`src/logic/cpu_config.svh`:
```
`ifndef CPU_CONFIG_SVH
`define CPU_CONFIG_SVH

// data and address bus widths
`define CPU_DW 8
`define CPU_AW 16

// low byte of the reset vector, the high byte sits at the next address
`define CPU_RST_VEC 16'hfffc

// status after reset: I flag and the two unused bits set
`define CPU_RST_P 8'h34

`endif

```
`src/logic/cpu_ctrl_pkg.sv`:
```
package cpu_ctrl_pkg;

    // one state per bus cycle of an instruction
    typedef enum logic [2:0] {
        RST_LO,
        RST_HI,
        FETCH,
        EXEC1,
        EXEC2,
        JAM
    } cyc_e;

    // source of the next bus address
    typedef enum logic [1:0] {
        AS_PC,
        AS_ZP,
        AS_VEC,
        AS_PAIR
    } addr_src_e;

    // where an ALU result goes
    typedef enum logic [1:0] {
        DST_NONE,
        DST_A,
        DST_X,
        DST_FLG
    } reg_dst_e;

endpackage

```
`src/logic/cpu_isa_pkg.sv`:
```
package cpu_isa_pkg;

    // supported opcodes, standard 6502 encodings
    typedef enum logic [7:0] {
        OP_LDA_IMM = 8'ha9,
        OP_LDA_ZP  = 8'ha5,
        OP_LDX_IMM = 8'ha2,
        OP_STA_ZP  = 8'h85,
        OP_STX_ZP  = 8'h86,
        OP_ADC_IMM = 8'h69,
        OP_AND_IMM = 8'h29,
        OP_EOR_IMM = 8'h49,
        OP_TAX     = 8'haa,
        OP_INX     = 8'he8,
        OP_CLC     = 8'h18,
        OP_SEC     = 8'h38,
        OP_NOP     = 8'hea,
        OP_JMP_ABS = 8'h4c,
        OP_BEQ     = 8'hf0,
        OP_BNE     = 8'hd0,
        OP_BCS     = 8'hb0,
        OP_BCC     = 8'h90
    } opcode_e;

    typedef enum logic [2:0] {
        ALU_PASS,
        ALU_ADC,
        ALU_AND,
        ALU_EOR,
        ALU_INC
    } alu_op_e;

    // status register bit positions
    localparam int FL_C = 0;
    localparam int FL_Z = 1;
    localparam int FL_V = 6;
    localparam int FL_N = 7;

endpackage

```
`src/logic/cpu_ctrl_if.sv`:
```
`timescale 1ns/1ps
`include "cpu_config.svh"

interface cpu_ctrl_if
    import cpu_isa_pkg::*;
    import cpu_ctrl_pkg::*;
();

    addr_src_e          addr_src;
    logic               pc_inc;
    logic               pc_load;
    logic               branch_take;
    alu_op_e            alu_op;
    reg_dst_e           reg_dst;
    logic               ir_load;
    logic               lo_load;
    logic               carry_set;
    logic               carry_clr;
    logic               mem_we;
    logic               stall;

    // returned by the register file
    logic [`CPU_DW-1:0] opcode;
    logic [`CPU_DW-1:0] flags;

    modport seq (
        output addr_src, pc_inc, pc_load, branch_take, alu_op, reg_dst,
        output ir_load, lo_load, carry_set, carry_clr, mem_we, stall,
        input  opcode, flags
    );

    modport regs (
        input  alu_op, reg_dst, ir_load, carry_set, carry_clr, stall,
        output opcode, flags
    );

    modport addr (
        input  addr_src, pc_inc, pc_load, branch_take, lo_load, mem_we, stall
    );

endinterface

```
`src/logic/cpu_addr_gen.sv`:
```
`timescale 1ns/1ps
`include "cpu_config.svh"

module cpu_addr_gen
    import cpu_ctrl_pkg::*;
(
    input  logic               clk,
    input  logic               rst,
    input  logic [`CPU_DW-1:0] data_i,
    input  logic [`CPU_DW-1:0] store_data_i,
    cpu_ctrl_if.addr           ctl,
    output logic [`CPU_AW-1:0] addr_o,
    output logic [`CPU_DW-1:0] dout_o,
    output logic               we_o
);

    logic [`CPU_AW-1:0] pc_q;
    logic [`CPU_AW-1:0] pc_nxt;
    logic [`CPU_AW-1:0] addr_nxt;
    logic [`CPU_AW-1:0] offset;
    logic [`CPU_DW-1:0] lo_q;

    // branch offset, sign extended
    assign offset = {{(`CPU_AW-`CPU_DW){lo_q[`CPU_DW-1]}}, lo_q};

    always_comb begin
        pc_nxt = pc_q;
        if (ctl.pc_inc) begin
            pc_nxt = pc_q + 1'b1;
        end else if (ctl.pc_load) begin
            pc_nxt = {data_i, lo_q};
        end else if (ctl.branch_take) begin
            pc_nxt = pc_q + offset;
        end
    end

    always_comb begin
        case (ctl.addr_src)
            AS_ZP:   addr_nxt = {{(`CPU_AW-`CPU_DW){1'b0}}, data_i};
            // the vector low byte is read at reset, this is the high byte
            AS_VEC:  addr_nxt = `CPU_RST_VEC + 1'b1;
            AS_PAIR: addr_nxt = {data_i, lo_q};
            default: addr_nxt = pc_nxt;
        endcase
    end

    // bus starts on the vector low byte
    always_ff @(posedge clk) begin
        if (rst) begin
            pc_q   <= '0;
            addr_o <= `CPU_RST_VEC;
            we_o   <= 1'b0;
        end else if (!ctl.stall) begin
            pc_q   <= pc_nxt;
            addr_o <= addr_nxt;
            we_o   <= ctl.mem_we;
        end
    end

    always_ff @(posedge clk) begin
        if (!ctl.stall) begin
            if (ctl.lo_load) lo_q <= data_i;
            if (ctl.mem_we) dout_o <= store_data_i;
        end
    end

    // a stalled read keeps its address until ready returns
    a_addr_hold: assert property (@(posedge clk) disable iff (rst)
        ctl.stall |=> $stable(addr_o));

endmodule

```
`src/logic/cpu_alu.sv`:
```
`timescale 1ns/1ps
`include "cpu_config.svh"

module cpu_alu
    import cpu_isa_pkg::*;
(
    input  alu_op_e            op_i,
    input  logic [`CPU_DW-1:0] a_i,
    input  logic [`CPU_DW-1:0] b_i,
    input  logic               c_i,
    output logic [`CPU_DW-1:0] y_o,
    output logic               c_o,
    output logic               v_o
);

    logic [`CPU_DW:0] sum;

    // binary add only, no decimal mode
    assign sum = {1'b0, a_i} + {1'b0, b_i} + {{`CPU_DW{1'b0}}, c_i};

    always_comb begin
        y_o = b_i;
        c_o = 1'b0;
        v_o = 1'b0;
        case (op_i)
            ALU_ADC: begin
                y_o = sum[`CPU_DW-1:0];
                c_o = sum[`CPU_DW];
                // operands share a sign that the result lost
                v_o = (a_i[`CPU_DW-1] == b_i[`CPU_DW-1]) &&
                      (sum[`CPU_DW-1] != a_i[`CPU_DW-1]);
            end
            ALU_AND: y_o = a_i & b_i;
            ALU_EOR: y_o = a_i ^ b_i;
            ALU_INC: y_o = a_i + 1'b1;
            default: y_o = b_i;
        endcase
    end

endmodule

```
`src/logic/cpu_regs.sv`:
```
`timescale 1ns/1ps
`include "cpu_config.svh"

module cpu_regs
    import cpu_isa_pkg::*;
    import cpu_ctrl_pkg::*;
(
    input  logic               clk,
    input  logic               rst,
    input  logic [`CPU_DW-1:0] data_i,
    cpu_ctrl_if.regs           ctl,
    output logic [`CPU_DW-1:0] store_data_o
);

    logic [`CPU_DW-1:0] ir_q;
    logic [`CPU_DW-1:0] a_q;
    logic [`CPU_DW-1:0] x_q;
    logic [`CPU_DW-1:0] p_q;
    logic [`CPU_DW-1:0] alu_a;
    logic [`CPU_DW-1:0] alu_b;
    logic [`CPU_DW-1:0] alu_y;
    logic               alu_c;
    logic               alu_v;

    // INX works on X, TAX passes A through the B side
    assign alu_a = (ir_q == OP_INX) ? x_q : a_q;
    assign alu_b = (ir_q == OP_TAX) ? a_q : data_i;

    cpu_alu u_alu (
        .op_i (ctl.alu_op),
        .a_i  (alu_a),
        .b_i  (alu_b),
        .c_i  (p_q[FL_C]),
        .y_o  (alu_y),
        .c_o  (alu_c),
        .v_o  (alu_v)
    );

    always_ff @(posedge clk) begin
        if (rst) begin
            ir_q <= '0;
            a_q  <= '0;
            x_q  <= '0;
            p_q  <= `CPU_RST_P;
        end else if (!ctl.stall) begin
            if (ctl.ir_load) begin
                ir_q <= data_i;
            end
            if (ctl.reg_dst == DST_A) begin
                a_q <= alu_y;
            end
            if (ctl.reg_dst == DST_X) begin
                x_q <= alu_y;
            end
            if (ctl.reg_dst == DST_A || ctl.reg_dst == DST_X) begin
                p_q[FL_Z] <= (alu_y == '0);
                p_q[FL_N] <= alu_y[`CPU_DW-1];
            end
            if (ctl.reg_dst != DST_NONE && ctl.alu_op == ALU_ADC) begin
                p_q[FL_C] <= alu_c;
                p_q[FL_V] <= alu_v;
            end
            // CLC and SEC touch carry alone
            if (ctl.reg_dst == DST_FLG) begin
                if (ctl.carry_set) p_q[FL_C] <= 1'b1;
                if (ctl.carry_clr) p_q[FL_C] <= 1'b0;
            end
        end
    end

    assign ctl.opcode = ir_q;
    // bit 5 always reads high, bit 4 (break) always low
    assign ctl.flags  = {p_q[7:6], 1'b1, 1'b0, p_q[3:0]};

    assign store_data_o = (ir_q == OP_STX_ZP) ? x_q : a_q;

endmodule

```
`src/logic/cpu_sequencer.sv`:
```
`timescale 1ns/1ps

module cpu_sequencer
    import cpu_isa_pkg::*;
    import cpu_ctrl_pkg::*;
(
    input  logic    clk,
    input  logic    rst,
    input  logic    ready_i,
    cpu_ctrl_if.seq ctl,
    output logic    sync_o,
    output logic    jam_o
);

    cyc_e    state;
    cyc_e    state_nxt;
    logic    wr_cyc;
    alu_op_e alu_sel;

    // only the store cycle drives the bus, ready is ignored there
    assign wr_cyc = (state == EXEC2) &&
                    (ctl.opcode == OP_STA_ZP || ctl.opcode == OP_STX_ZP);
    assign ctl.stall = !ready_i && !wr_cyc;

    assign sync_o = (state == FETCH);
    assign jam_o  = (state == JAM);

    // alu function by opcode
    always_comb begin
        case (ctl.opcode)
            OP_ADC_IMM: alu_sel = ALU_ADC;
            OP_AND_IMM: alu_sel = ALU_AND;
            OP_EOR_IMM: alu_sel = ALU_EOR;
            OP_INX:     alu_sel = ALU_INC;
            default:    alu_sel = ALU_PASS;
        endcase
    end

    always_comb begin
        state_nxt       = state;
        ctl.addr_src    = AS_PC;
        ctl.pc_inc      = 1'b0;
        ctl.pc_load     = 1'b0;
        ctl.branch_take = 1'b0;
        ctl.alu_op      = alu_sel;
        ctl.reg_dst     = DST_NONE;
        ctl.ir_load     = 1'b0;
        ctl.lo_load     = 1'b0;
        ctl.carry_set   = 1'b0;
        ctl.carry_clr   = 1'b0;
        ctl.mem_we      = 1'b0;

        case (state)
            RST_LO: begin
                ctl.lo_load  = 1'b1;
                ctl.addr_src = AS_VEC;
                state_nxt    = RST_HI;
            end
            RST_HI: begin
                ctl.pc_load  = 1'b1;
                ctl.addr_src = AS_PAIR;
                state_nxt    = FETCH;
            end
            FETCH: begin
                ctl.ir_load = 1'b1;
                ctl.pc_inc  = 1'b1;
                state_nxt   = EXEC1;
            end
            EXEC1: begin
                state_nxt = FETCH;
                case (ctl.opcode)
                    OP_LDA_IMM, OP_ADC_IMM, OP_AND_IMM, OP_EOR_IMM: begin
                        ctl.pc_inc  = 1'b1;
                        ctl.reg_dst = DST_A;
                    end
                    OP_LDX_IMM: begin
                        ctl.pc_inc  = 1'b1;
                        ctl.reg_dst = DST_X;
                    end
                    OP_TAX, OP_INX: ctl.reg_dst = DST_X;
                    OP_CLC: begin
                        ctl.reg_dst   = DST_FLG;
                        ctl.carry_clr = 1'b1;
                    end
                    OP_SEC: begin
                        ctl.reg_dst   = DST_FLG;
                        ctl.carry_set = 1'b1;
                    end
                    OP_NOP: ;
                    OP_LDA_ZP: begin
                        ctl.pc_inc   = 1'b1;
                        ctl.addr_src = AS_ZP;
                        state_nxt    = EXEC2;
                    end
                    // strobe is registered, so it shows in EXEC2 with the zp address
                    OP_STA_ZP, OP_STX_ZP: begin
                        ctl.pc_inc   = 1'b1;
                        ctl.addr_src = AS_ZP;
                        ctl.mem_we   = 1'b1;
                        state_nxt    = EXEC2;
                    end
                    OP_JMP_ABS, OP_BEQ, OP_BNE, OP_BCS, OP_BCC: begin
                        ctl.lo_load = 1'b1;
                        ctl.pc_inc  = 1'b1;
                        state_nxt   = EXEC2;
                    end
                    default: state_nxt = JAM;
                endcase
            end
            EXEC2: begin
                state_nxt = FETCH;
                case (ctl.opcode)
                    OP_LDA_ZP: ctl.reg_dst = DST_A;
                    OP_JMP_ABS: begin
                        ctl.pc_load  = 1'b1;
                        ctl.addr_src = AS_PAIR;
                    end
                    OP_BEQ: ctl.branch_take = ctl.flags[FL_Z];
                    OP_BNE: ctl.branch_take = !ctl.flags[FL_Z];
                    OP_BCS: ctl.branch_take = ctl.flags[FL_C];
                    OP_BCC: ctl.branch_take = !ctl.flags[FL_C];
                    default: ;
                endcase
            end
            // jammed until reset
            default: ;
        endcase
    end

    always_ff @(posedge clk) begin
        if (rst) begin
            state <= RST_LO;
        end else if (!ctl.stall) begin
            state <= state_nxt;
        end
    end

    // a jammed core never writes and never leaves
    a_jam_hold: assert property (@(posedge clk) disable iff (rst)
        (state == JAM) |-> !ctl.mem_we ##1 (state == JAM));

    a_pc_src: assert property (@(posedge clk) disable iff (rst)
        !(ctl.pc_inc && ctl.pc_load));

endmodule

```
`src/logic/cpu_top.sv`:
```
`timescale 1ns/1ps
`include "cpu_config.svh"

module cpu_top (
    input  logic               clk_i,
    input  logic               rst_i,
    input  logic [`CPU_DW-1:0] data_i,
    input  logic               ready_i,
    output logic [`CPU_AW-1:0] addr_o,
    output logic [`CPU_DW-1:0] dout_o,
    output logic               we_o,
    output logic               sync_o,
    output logic               jam_o
);

    logic [`CPU_DW-1:0] store_data;

    cpu_ctrl_if ctl_if ();

    cpu_sequencer u_seq (
        .clk     (clk_i),
        .rst     (rst_i),
        .ready_i (ready_i),
        .ctl     (ctl_if.seq),
        .sync_o  (sync_o),
        .jam_o   (jam_o)
    );

    cpu_regs u_regs (
        .clk          (clk_i),
        .rst          (rst_i),
        .data_i       (data_i),
        .ctl          (ctl_if.regs),
        .store_data_o (store_data)
    );

    cpu_addr_gen u_addr (
        .clk          (clk_i),
        .rst          (rst_i),
        .data_i       (data_i),
        .store_data_i (store_data),
        .ctl          (ctl_if.addr),
        .addr_o       (addr_o),
        .dout_o       (dout_o),
        .we_o         (we_o)
    );

endmodule

```
`config.mk`:
```
export PLATFORM = sky130hd
export DESIGN_NAME = cpu_top
export DESIGN_NICKNAME = d
export VERILOG_FILES = /design/src/logic/cpu_ctrl_pkg.sv /design/src/logic/cpu_isa_pkg.sv /design/src/logic/cpu_ctrl_if.sv /design/src/logic/cpu_addr_gen.sv /design/src/logic/cpu_alu.sv /design/src/logic/cpu_regs.sv /design/src/logic/cpu_sequencer.sv /design/src/logic/cpu_top.sv
export VERILOG_INCLUDE_DIRS = /design/src /design/src/logic
export SDC_FILE = /design/constraint.sdc
export NUM_CORES = 1
export LEC_CHECK = 0
export ABC_CLOCK_PERIOD_IN_PS = 3800
export BUFFER_PORTS_ARGS = -buffer_cell sky130_fd_sc_hd__buf_2
export CORE_ASPECT_RATIO = 1.75
export CORE_UTILIZATION = 55
export DETAILED_ROUTE_END_ITERATION = 10
export PLACE_DENSITY = 0.76
export SKIP_LAST_GASP = 1
export SLEW_MARGIN = 20
export SYNTH_ARGS = -nofsm -noshare
export SYNTH_HDL_FRONTEND = slang
export SYNTH_SLANG_ARGS = --single-unit
```
`constraint.sdc`:
```
create_clock -name clk_i -period 3.8 [get_ports clk_i]
set_input_delay 0.57 -clock clk_i [delete_from_list [all_inputs] [get_ports clk_i]]
set_output_delay 0.57 -clock clk_i [all_outputs]
set_load 0.02 [all_outputs]
```
==> run_results.csv <==
group,metric,value,unit
sta,timing.final.crit_period,3.63,ns
logic_synthesis,ys_top_cells_by_area,"dfxtp_1 22%, edfxtp_1 8.4%, ha_1 6.3%",
cells_and_area,fin_util,63.1,%
worst_setup_path,critPathSlowestCell,"a311o_1",
floorplanning,die_x,79.1,µm
worst_setup_path,r2r_start,"u_regs.ctl.opcode[2]",
grt,grt_overflow,0,
logic_synthesis,ys_seq_area_share,30.1,%
logic_synthesis,post_synth.cell_area_avg,7.99,µm²
worst_setup_path,r2r_cells,17,
sta,hold_ws,0.468,ns
cells_and_area,n_antenna_cell,0,
worst_setup_path,crit_chain,"and4b_1 -> and2_2 -> mux2i_2 -> inv_1 -> xnor2_1 -> ha_1 -> a211oi_1 -> a221o_1 -> inv_1 -> ha_1 -> and2b_1 -> a21boi_2 -> a311o_1 -> xnor2_1 -> o211ai_1 -> inv_1 -> a211oi_1",
floorplanning,rows,49,
floorplanning,core-area,10200,µm²
sta,setup-violations-final,0,
cells_and_area,area_growth,12.1,%
worst_setup_path,crit_top_cell,"inv_1",
worst_setup_path,end_kind,"flop",
routing,drc,0,
min_path,whs_path_depth,2,
pwr,p_leak,2.52,nW
floorplanning,fp.dieArea,10800,µm²
sta,tightest_slew,1.18,ns
grt,grt_max_degree,32,
sta,hold_viol,0,
sta,max_freq,0.275,GHz
logic_synthesis,synth_area,5730,µm²
pwr,p_per_area,340,nW/µm²
cells_and_area,most-common-layout-cells,"83 x nor2_1, 78 x nand2_1, 60 x dfxtp_1",
logic_synthesis,yosysWarnings,0,
worst_setup_path,path_class,"reg2reg",
routing,num_vias,5691,
job,max-cap-violations,0,
outcome,status,"finished, final reports clean",
grt,grt_usage,33.5,%
clocking,cts-root-buf,"clkbuf_16",
sta,tns,0,ns
worst_setup_path,slowest_delay,0.39,ns
worst_setup_path,cp-startpoint,"u_regs.ctl.opcode[2]",
logic_synthesis,synth_top_cell_by_area,"dfxtp_1",
worst_setup_path,cp-start-kind,"flop",
cells_and_area,nets,794,
clocking,clk_path_buf_depth,2,
min_path,hold_path_class,"reg2reg",
cells_and_area,drive_above_1_share,15.7,%
clocking,clk_pin_slew_worst_paths,0.06,ns
clocking,clock_latency,0.35,ns
clocking,cts_setup_buffers,0,
worst_setup_path,arrival,3.88,ns
routing,ant_nets,0,
placement,place_congestion,0.958,
worst_setup_path,crit_required,4.05,ns
logic_synthesis,async_flop_share,0,%
logic_synthesis,synth.distinct_cells,73,
routing,drt_iter0_drc,428,
routing,first_pass_iters,5,
clocking,cts_tree,"yes",
worst_setup_path,critPathMaxFanout,10,
routing,vias_per_cell,6.43,
logic_synthesis,synthFlopType,"dfxtp_1",
logic_synthesis,syn_nets,758,
min_path,hp-start,"u_addr.pc_q[15]",
grt,antenna_found_initial,0,
floorplanning,start_util,56.3,%
sta,setup_ws,0.166,ns
logic_synthesis,synth_top_area_share,21.7,%
grt,grt_pass1_wl,27.8,mm
routing,drt-total-wl,17.6,mm
clocking,htree_num_levels,3,
sta,fin_worst_skew,0.00707,ns
clocking,clock-sinks,78,
grt,grt_pass1_vias,5555,
sta,slew_headroom,21.0,%
sta,slew_violations,0,
placement,hpwlAfterDp,13.2,mm
pwr,ir_drop,267,µV
floorplanning,die_h,137,µm
placement,io_buffer_count,37,
routing,post_drt_wl_per_cell,19.9,µm
logic_synthesis,synth_edf_count,16,
cells_and_area,final_common_cell,"nor2_1",
sta,final_min_period_over_clock_period,95.6,%
clocking,cts_made_buffers,9,
logic_synthesis,ys_seq_elements,78,
placement,dp_slack,0.127,ns
logic_synthesis,syn_inst,717,
floorplanning,ioPinCount,38,
==> cell type report <==
cell class / instances / area (µm²)
Fill cell: 916 / 3760
Tap cell: 127 / 159
Timing Repair Buffer: 62 / 377
Multi-Input combinational cell: 582 / 3790
Sequential cell: 78 / 1720
Inverter: 20 / 75.1
Clock inverter: 4 / 28.8
Clock buffer: 12 / 267
==> critical path: cells and delay by family, from the launching register on <==
family / cells / cell delay (ns)
AOI/OAI and AO/OA: 6 / 1.24
and+or+nand+nor: 3 / 0.75
DFF: 1 / 0.38
adders and majority gates: 2 / 0.37
xor gates and xnor gates: 2 / 0.28
muxes: 1 / 0.27
buffers and inverters: 3 / 0.25
==> path summary, 6_finish.rpt <==
kind | slack [ns] | end
setup / recovery | 0.17 | u_regs.x_q[6]
hold / removal | 0.47 | u_addr.pc_q[15]
setup reg to reg | 0.17 | u_regs.x_q[6]
hold reg to reg | 0.47 | u_addr.pc_q[15]
==> kinds of logic after synthesis <==
family          share of synthesized area (%)
compound gates                           24.7
xor+xnor                                 5.50
fa+ha+maj                                6.68
buf+inv                                  4.19
flops                                    30.1
mux                                      5.05
simple gates                             23.8
==> per-layer routing <==
metal	wire, µm	global-route usage [%]
met1	6330	33.8
met2	9330	62.5
met3	781	4.00
met4	1150	23.1
met5	0	0
==> cells in the mapped netlist, drive strengths merged, types with 7 or more instances <==
cell,count
a211oi,27
ha,29
nand2b,10
xnor2,15
o211ai,14
a21oi,47
o21ai,50
xor2,21
nor2b,9
a221oi,7
nand2,78
mux2,15
and2,7
clkbuf,22
mux2i,12
a22oi,7
nand3,25
edfxtp,16
a21o,8
dfxtp,62
and3,13
nor3,19
nor2,83
inv,20
buf,15
a31oi,12
==> per-stage QoR <==
| step | power (W) | cells | area [µm²] |
|---|---|---|---|
| 2_1_floorplan | 0.00122 | 717 | 5730 |
| 3_3_place_gp | 0.00133 | 868 | 6090 |
| 3_5_place_dp | 0.00134 | 868 | 6090 |
| 4_1_cts | 0.00218 | 884 | 6390 |
| 5_1_grt | 0.00227 | 885 | 6420 |
| 6_report | 0.00218 | 885 | 6420 |
==> sequential cells by signal, indices dropped and copies added, names as in the netlist, 3 cells and up <==
name and cells:
u_addr.addr_o 16, u_addr.pc_q 16, u_regs.x_q 8, u_regs.a_q 8, u_addr.dout_o 8, u_addr.lo_q 8
u_regs.ctl.opcode 8, u_seq.state 3
==> where the power goes <==
group / internal, W / switching (W)
logic: 0.000155 / 0.000256
clock network: 0.000497 / 0.000352
registers: 0.000881 / 0.0000413
==> what timing repair did <==
action,in CTS,in global routing
hold buffers,0,0
resized for setup,0,6
endpoints found under the setup margin,0,4
endpoints found under the hold margin,0,0
Power figures use the tool's default switching activity.
